[config.mk]
export PLATFORM = sky130hd
export DESIGN_NAME = rv_alu_core
export DESIGN_NICKNAME = d
export VERILOG_FILES = /design/src/verilog/rv_isa_pkg.sv /design/src/verilog/core_pipe_pkg.sv /design/src/verilog/decode_stage.sv /design/src/verilog/execute_stage.sv /design/src/verilog/result_stage.sv /design/src/verilog/rv_alu_core.sv
export SDC_FILE = /design/constraint.sdc
export NUM_CORES = 2
export LEC_CHECK = 0
export CAP_MARGIN = 20
export CORE_ASPECT_RATIO = 1.4
export CORE_MARGIN = 2
export CORE_UTILIZATION = 46
export CTS_CLUSTER_SIZE = 24
export DETAILED_ROUTE_END_ITERATION = 6
export DONT_BUFFER_PORTS = 1
export PLACE_DENSITY = 0.68
export SLEW_MARGIN = 10
export SYNTH_ARGS = -nofsm -noshare
export SYNTH_HDL_FRONTEND = slang
export SYNTH_SLANG_ARGS = --single-unit
[constraint.sdc]
create_clock -name CLK -period 6.1 [get_ports CLK]
set_input_delay 0.305 -clock CLK [delete_from_list [all_inputs] [get_ports CLK]]
set_output_delay 0.305 -clock CLK [all_outputs]
set_load 0.005 [all_outputs]
[src/verilog/rv_isa_pkg.sv]
package rv_isa_pkg;

	// Base integer ISA widths
	localparam int XLEN = 32;				// Data path width
	localparam int ILEN = 32;				// No compressed forms, every instruction is one word
	localparam int NUM_REGS = 32;			// x0 to x31, x0 hardwired
	localparam int REG_IDX_W = $clog2(NUM_REGS);
	localparam int SHAMT_W = 5;				// Shift amount bits used out of operand B

	// Meaningful widths
	typedef logic [XLEN-1:0] word_t;		// Register and ALU word
	typedef logic [ILEN-1:0] inst_t;		// Raw instruction
	typedef logic [REG_IDX_W-1:0] reg_idx_t;	// rs1, rs2, rd
	typedef logic [6:0] opcode_t;			// inst[6:0]
	typedef logic [2:0] funct3_t;			// inst[14:12]
	typedef logic [6:0] funct7_t;			// inst[31:25]

	// Major opcodes carried by this core
	// Anything else is flagged illegal in decode
	localparam opcode_t OPC_OP = 7'b0110011;		// R-type register-register
	localparam opcode_t OPC_OP_IMM = 7'b0010011;	// I-type register-immediate
	localparam opcode_t OPC_LUI = 7'b0110111;		// U-type load upper immediate

	// funct3 encodings
	// Same values for OP and OP-IMM
	localparam funct3_t F3_ADD_SUB = 3'b000;	// ADD, SUB, ADDI
	localparam funct3_t F3_SLL = 3'b001;		// SLL, SLLI
	localparam funct3_t F3_SLT = 3'b010;		// Signed compare
	localparam funct3_t F3_SLTU = 3'b011;		// Unsigned compare
	localparam funct3_t F3_XOR = 3'b100;
	localparam funct3_t F3_SR = 3'b101;		// SRL/SRA and immediate forms
	localparam funct3_t F3_OR = 3'b110;
	localparam funct3_t F3_AND = 3'b111;

	// funct7 encodings
	// Bit 30 picks the alternate operation
	localparam funct7_t F7_BASE = 7'b0000000;	// ADD, SRL and the rest
	localparam funct7_t F7_ALT = 7'b0100000;	// SUB and SRA only

endpackage
[src/verilog/core_pipe_pkg.sv]
package core_pipe_pkg;

	import rv_isa_pkg::*;

	// ALU operation select
	// Encoding is local to this core, 4 bits wide
	typedef enum logic [3:0] {
		ALU_ADD = 4'd0,
		ALU_SUB = 4'd1,
		ALU_SLL = 4'd2,
		ALU_SLT = 4'd3,		// Signed less than, result 0 or 1
		ALU_SLTU = 4'd4,	// Unsigned less than
		ALU_XOR = 4'd5,
		ALU_SRL = 4'd6,
		ALU_SRA = 4'd7,		// Sign fills from the left
		ALU_OR = 4'd8,
		ALU_AND = 4'd9,
		ALU_PASS_B = 4'd10	// LUI, immediate goes straight through
	} alu_op_e;

	// Decode to execute packet
	// Operands are already forwarded and immediate is already in op_b
	typedef struct packed {
		logic valid;		// Legal instruction present
		logic illegal;		// Unsupported encoding, no write
		alu_op_e alu_op;
		reg_idx_t rd;
		word_t op_a;
		word_t op_b;
	} exe_op_t;

	// Execute to result packet
	typedef struct packed {
		logic valid;		// Register write, never set for x0
		logic illegal;
		reg_idx_t rd;
		word_t data;		// ALU result
	} retire_t;

endpackage

[src/verilog/decode_stage.sv]
`timescale 1ns/100ps

module decode_stage
	import rv_isa_pkg::*, core_pipe_pkg::*;
(
	input logic CLK,
	input logic rst_n,

	input logic inst_valid,		// One instruction per high cycle
	input inst_t inst,

	// Register file read
	output reg_idx_t rs1_idx,
	output reg_idx_t rs2_idx,
	input word_t rs1_data,		// Already bypassed against a same-cycle write
	input word_t rs2_data,

	// Forwarding from later stages
	input word_t ex_fwd_data,	// ALU result of the packet held in exe_pkt
	input retire_t res_pkt,		// Older instruction, one stage further on

	output exe_op_t exe_pkt
);

	// Instruction fields
	opcode_t opcode;
	funct3_t funct3;
	funct7_t funct7;
	reg_idx_t rd;

	// Immediates
	word_t imm_i;		// Sign extended inst[31:20]
	word_t imm_u;		// inst[31:12] in the upper bits

	// Control
	alu_op_e alu_op;
	logic legal;
	logic use_imm;		// op_b comes from the immediate
	logic alt_op;		// funct7 selects SUB or SRA
	word_t imm;

	// Resolved operands
	word_t fwd_a, fwd_b;
	exe_op_t exe_next;

	assign opcode = inst[6:0];
	assign rd = inst[11:7];
	assign funct3 = inst[14:12];
	assign rs1_idx = inst[19:15];
	assign rs2_idx = inst[24:20];
	assign funct7 = inst[31:25];

	assign imm_i = {{(XLEN-12){inst[31]}}, inst[31:20]};
	assign imm_u = {inst[31:12], 12'b0};

	// Bit 30 on ADDI belongs to the immediate, so it only counts for OP or shifts
	assign alt_op = (funct7 == F7_ALT) && (opcode == OPC_OP || funct3 == F3_SR);

	// funct3 to ALU operation, shared by OP and OP-IMM
	function automatic alu_op_e f3_to_op(funct3_t f3, logic alt);
		alu_op_e op;
		case (f3)
			F3_ADD_SUB: op = alt ? ALU_SUB : ALU_ADD;
			F3_SLL: op = ALU_SLL;
			F3_SLT: op = ALU_SLT;
			F3_SLTU: op = ALU_SLTU;
			F3_XOR: op = ALU_XOR;
			F3_SR: op = alt ? ALU_SRA : ALU_SRL;
			F3_OR: op = ALU_OR;
			default: op = ALU_AND;		// F3_AND
		endcase
		return op;
	endfunction

	// Control decode
	always_comb begin
		alu_op = f3_to_op(funct3, alt_op);
		legal = 1'b1;
		use_imm = 1'b0;
		imm = imm_i;
		case (opcode)
			OPC_LUI: begin
				alu_op = ALU_PASS_B;
				use_imm = 1'b1;
				imm = imm_u;
			end
			OPC_OP_IMM: begin
				use_imm = 1'b1;
				if (funct3 == F3_SLL)
					legal = (funct7 == F7_BASE);	// SLLI takes no funct7
				else if (funct3 == F3_SR)
					legal = (funct7 == F7_BASE) || (funct7 == F7_ALT);	// SRLI or SRAI
			end
			OPC_OP: begin
				// Alternate funct7 only exists for SUB and SRA
				legal = (funct7 == F7_BASE) ||
					(funct7 == F7_ALT && (funct3 == F3_ADD_SUB || funct3 == F3_SR));
			end
			default: legal = 1'b0;		// Loads, stores, branches and the rest
		endcase
	end

	// Operand resolution, youngest producer wins
	function automatic word_t resolve(reg_idx_t idx, word_t rf_word, exe_op_t ex,
			word_t ex_data, retire_t rs);
		word_t val;
		if (idx == '0)
			val = '0;			// x0 is never forwarded
		else if (ex.valid && ex.rd == idx)
			val = ex_data;		// Instruction now in execute
		else if (rs.valid && rs.rd == idx)
			val = rs.data;		// Instruction in result stage
		else
			val = rf_word;
		return val;
	endfunction

	assign fwd_a = resolve(rs1_idx, rs1_data, exe_pkt, ex_fwd_data, res_pkt);
	assign fwd_b = resolve(rs2_idx, rs2_data, exe_pkt, ex_fwd_data, res_pkt);

	// Next packet
	always_comb begin
		exe_next.valid = inst_valid & legal;
		exe_next.illegal = inst_valid & ~legal;
		exe_next.alu_op = alu_op;
		exe_next.rd = rd;
		exe_next.op_a = fwd_a;
		exe_next.op_b = use_imm ? imm : fwd_b;
	end

	// Decode pipeline register, idle cycles become invalid packets
	always_ff @(posedge CLK or negedge rst_n) begin
		if (!rst_n)
			exe_pkt <= '0;
		else
			exe_pkt <= exe_next;
	end

endmodule

[src/verilog/execute_stage.sv]
`timescale 1ns/100ps

module execute_stage
	import rv_isa_pkg::*, core_pipe_pkg::*;
(
	input logic CLK,
	input logic rst_n,

	input exe_op_t exe_pkt,		// From decode register

	output word_t ex_fwd_data,	// Back to decode, same cycle
	output retire_t res_pkt
);

	word_t op_a, op_b;
	word_t alu_res;
	logic [SHAMT_W-1:0] shamt;	// Low bits of operand B only
	retire_t res_next;

	assign op_a = exe_pkt.op_a;
	assign op_b = exe_pkt.op_b;
	assign shamt = op_b[SHAMT_W-1:0];

	// ALU
	always_comb begin
		case (exe_pkt.alu_op)
			ALU_ADD: alu_res = op_a + op_b;
			ALU_SUB: alu_res = op_a - op_b;
			ALU_SLL: alu_res = op_a << shamt;
			ALU_SLT: alu_res = word_t'($signed(op_a) < $signed(op_b));	// 1 or 0
			ALU_SLTU: alu_res = word_t'(op_a < op_b);
			ALU_XOR: alu_res = op_a ^ op_b;
			ALU_SRL: alu_res = op_a >> shamt;
			ALU_SRA: alu_res = word_t'($signed(op_a) >>> shamt);
			ALU_OR: alu_res = op_a | op_b;
			ALU_AND: alu_res = op_a & op_b;
			ALU_PASS_B: alu_res = op_b;		// LUI
			default: alu_res = '0;			// Unused encodings
		endcase
	end

	// Forwarded straight out; decode owns the matching rd and valid
	assign ex_fwd_data = alu_res;

	// Retire packet
	always_comb begin
		res_next.valid = exe_pkt.valid && (exe_pkt.rd != '0);	// x0 write drops here
		res_next.illegal = exe_pkt.illegal;
		res_next.rd = exe_pkt.rd;
		res_next.data = alu_res;
	end

	// Execute pipeline register
	always_ff @(posedge CLK or negedge rst_n) begin
		if (!rst_n)
			res_pkt <= '0;
		else
			res_pkt <= res_next;
	end

endmodule

[src/verilog/result_stage.sv]
`timescale 1ns/100ps

module result_stage
	import rv_isa_pkg::*, core_pipe_pkg::*;
(
	input logic CLK,
	input logic rst_n,

	input retire_t res_pkt,		// Write request, valid only for rd != 0

	// Read ports for decode
	input reg_idx_t rs1_idx,
	input reg_idx_t rs2_idx,
	output word_t rs1_data,
	output word_t rs2_data,

	// Retire ports
	output logic wb_valid,
	output logic wb_illegal,
	output reg_idx_t wb_rd,
	output word_t wb_data
);

	// x1 to x31, x0 has no storage
	word_t regs [1:NUM_REGS-1];

	always_ff @(posedge CLK or negedge rst_n) begin
		if (!rst_n) begin
			for (int i = 1; i < NUM_REGS; i++)
				regs[i] <= '0;
		end else if (res_pkt.valid) begin
			regs[res_pkt.rd] <= res_pkt.data;
		end
	end

	// Reads see a write landing at the same edge
	assign rs1_data = (rs1_idx == '0) ? '0 :
		(res_pkt.valid && res_pkt.rd == rs1_idx) ? res_pkt.data : regs[rs1_idx];
	assign rs2_data = (rs2_idx == '0) ? '0 :
		(res_pkt.valid && res_pkt.rd == rs2_idx) ? res_pkt.data : regs[rs2_idx];

	// Packet goes out as is
	assign wb_valid = res_pkt.valid;		// One pulse per write
	assign wb_illegal = res_pkt.illegal;
	assign wb_rd = res_pkt.rd;
	assign wb_data = res_pkt.data;

endmodule

[src/verilog/rv_alu_core.sv]
`timescale 1ns/100ps

module rv_alu_core
	import rv_isa_pkg::*, core_pipe_pkg::*;
(
	input logic CLK,
	input logic rst_n,
	input logic inst_valid,		// Plain strobe, no back-pressure
	input inst_t inst,
	output logic wb_valid,		// Two cycles after issue
	output logic wb_illegal,
	output reg_idx_t wb_rd,
	output word_t wb_data
);

	exe_op_t exe_pkt;			// Decode to execute
	retire_t res_pkt;			// Execute to result, also forwarded
	word_t ex_fwd_data;			// Execute result back to decode
	reg_idx_t rs1_idx, rs2_idx;
	word_t rs1_data, rs2_data;

	decode_stage decode (.*);
	execute_stage execute (.*);
	result_stage result (.*);

endmodule

==> out/metrics.csv <==
metric,value,unit
most common cell in the synthesized netlist,dfrtp_1,
DR WL/cell,35.3,um
post-layout min period,4.87,ns
Min-Delay Path Class,input port to flip-flop,
Die Wd,327,um
relative slew slack,7.68,%
largest net degree at the start of global routing,279,
top-area cell type share of the netlist area,41.2,%
RePlAce Congestion,1.05,
CP Data Arrival Time,5.47,ns
Comb pwr share,6.3,%
clock-pin slew on the worst setup and hold paths,0.07,ns
part of the power in registers,46.7,%
clock share of power,47.0,%
global route overflow,0,
Initial DRT Pass Iterations,6,
sequential fraction of the synthesis area,41.2,%
Initial Util,46.4,%
Final Cell Area,0.0737,mm2
startpoint class of the critical path,flip-flop,
asr flop ratio synth,100,%
via count,47700,
number of synthesized flops with an enable pin,0,
CTS tree,done,
power consumption,15.9,mW
ys flop type,dfrtp_1,
Yosys reg bits,1106,
ANT nets after route,0,
internal power,12.1,mW
dpl cells,6632,
fin util,50.9,%
nets@finish,5012,
CP max FO,14,
final hold slack,0.0198,ns
Layout Skew,0.0797,ns
Setup CP Type,flip-flop to flip-flop,
Post-synth top cells,"dfrtp_1, mux2_2, mux4_2, clkbuf_1, nor2_1",
full die area,0.149,mm2
"Cell Area, Placed",0.0690,mm2
Clock Path Buffers,3,
setup ws final,1.23,ns
all-layer global routing usage,32.6,%
CTS Root Cell,clkbuf_16,
DRT Wirelength,244,mm
vias in the first global route,48900,
Power Dens Cells,216,mW/mm2
Static Leakage,32.8,nW
worst slew pin tran,1.38,ns
Syn Area/Cell,13.2,um2
outcome,"complete, no violations",
Max-Cap Viols,0,
f_max,205,MHz
net switching power,3.87,mW
Mapped Area,0.0671,mm2
vias per cell,6.92,
period utilization,79.8,%
DP Worst Slack,1.44,ns
Port Buf Inserts,0,
CTS Sinks,1106,
Residual DRC,0,
Final Hold Violating Endpoints,0,
Critical Path RT,6.71,ns
Fin Setup TNS,0,ns
HPWL after detailed placement,150,mm
Iter 0 DRT Violations,5447,
unrepaired setup endpoints after global routing,no,
layout cells sized above 1,42.4,%
"area leader, netlist",dfrtp_1,
# rows,165,
antenna violations before repair,13,
critical path endpoint category,flip-flop,
"Cell Count, Final, Fillers Out",6896,
# H-tree levels,3,
Worst-Skew Late Latency,0.79,ns
YS warnings,0,
Synth cell types,98,
final slew viol count,0,
first-pass GRT wire length,353,mm
worst reg2reg startpoint,decode.exe_pkt[4],
IO Pins,74,
Core ar.,0.145,mm2
Synthesized Nets,5229,
Setup-failing EPs final,0,
Max IR drop VDD,236,uV
Syn Inst Count,5090,
CTS Buf Count,109,
Die Y,456,um
CP startpoint,decode.exe_pkt[4],
min-delay src,inst[20],
switching portion of total power,24.3,%
largest cells by area after synthesis,"dfrtp_1, mux4_2, mux2_2",
Area Growth Syn to Fin,9.75,%
[cells by family (layout without fill, tap and decap cells)]
group | after synthesis | count (layout) | share of synthesized area, %
AO/OA/AOI/OAI | 782 | 782 | 7.86
XOR/XNOR | 29 | 29 | 0.378
adder cells (fa/ha/maj) | 104 | 104 | 1.96
buffers and inverters | 622 | 497 | 3.72
flip-flops | 1106 | 1106 | 41.2
multiplexers | 1812 | 1812 | 40.5
other | 0 | 11 | 0
AND/OR/NAND/NOR | 635 | 635 | 4.32
[critical path, cell delays in order (launching register included)]
cell	delay, ns
dfrtp_1	0.33
buf_4	0.23
clkinv_1	0.43
ha_1	0.56
inv_1	0.19
o221ai_1	0.18
a21oi_1	0.46
a31oi_1	0.55
nor2_4	0.30
o211ai_1	0.12
a21oi_1	0.55
nor4_1	0.15
a2111oi_2	0.49
o21ai_0	0.15
[routing by layer]
layer | vias to the layer above | track usage (%) | share of wire [%]
met1 | 25400 | 40.1 | 37
li1 | 19200 | - | -
met5 | - | 0 | 0.021
met2 | 2437 | 52.5 | 48
met3 | 732 | 6.55 | 8.1
met4 | 8 | 21.1 | 7.4
[state kept, by name, indices dropped and copies added (netlist names)]
| register | cells |
|---|---|
| decode.exe_pkt | 75 |
| execute.res_pkt | 39 |
| result.regs | 992 |
[power groups by stage]
stage | registers [mW] | clock network (mW) | logic (mW)
floorplan | 7.54 | 0 | 0.696
global route | 7.44 | 7.86 | 1.05
detailed placement | 7.60 | 0 | 0.858
global placement | 7.62 | 0 | 0.809
CTS | 7.47 | 7.57 | 0.933
finish | 7.45 | 7.49 | 1.00
[path summary, 6_finish.rpt]
| kind | endpoint | slack [ns] | cells after the start |
|---|---|---|---|
| hold / removal | decode.exe_pkt[20] | 0.02 | 3 |
| min in group asynchronous | result.regs[702] | 0.25 | 2 |
| setup reg to reg | decode.exe_pkt[0] | 1.23 | 13 |
| max in group asynchronous | result.regs[1] | 2.64 | 7 |
| hold reg to reg | execute.res_pkt[37] | 0.37 | 0 |
| setup / recovery | decode.exe_pkt[0] | 1.23 | 13 |
[timing repair]
item                      4_1_cts  5_1_grt
hold buffers                   38        0
buffers inserted                0        0
hold endpoints to repair      862        0
gates resized for setup         0        0
[layout make-up]
type | count | area (um2)
Antenna cell | 11 | 27.5
Clock buffer | 158 | 3260
Clock inverter | 45 | 702
Fill cell | 12200 | 71000
Inverter | 113 | 424
Multi-Input combinational cell | 3362 | 37200
Sequential cell | 1106 | 27700
Tap cell | 1920 | 2400
Timing Repair Buffer | 181 | 1990
[placed cells by master (no fill, tap or decap), types with 12 or more instances in the layout]
cell type,instances
a211oi_1,58
a21o_1,14
a21oi_1,219
a221o_1,16
a221oi_1,31
a22o_1,55
a22oi_1,18
a31oi_1,15
buf_16,22
buf_4,112
bufinv_16,14
clkbuf_1,16
clkbuf_16,113
clkbuf_8,31
clkinv_2,19
dfrtp_1,1102
dlygate4sd3_1,37
ha_1,102
inv_1,107
mux2_2,1062
mux2i_1,129
mux4_2,618
nand2_1,170
nand2_2,12
nand2b_1,19
nand3_1,37
nor2_1,216
nor2_4,17
nor2b_1,19
nor3_1,36
o211ai_1,36
o21ai_0,130
o21ai_1,25
o21bai_1,16
o22ai_1,23
xnor2_1,13
xor2_1,16
Note: power is estimated with default switching activity, not from simulation.
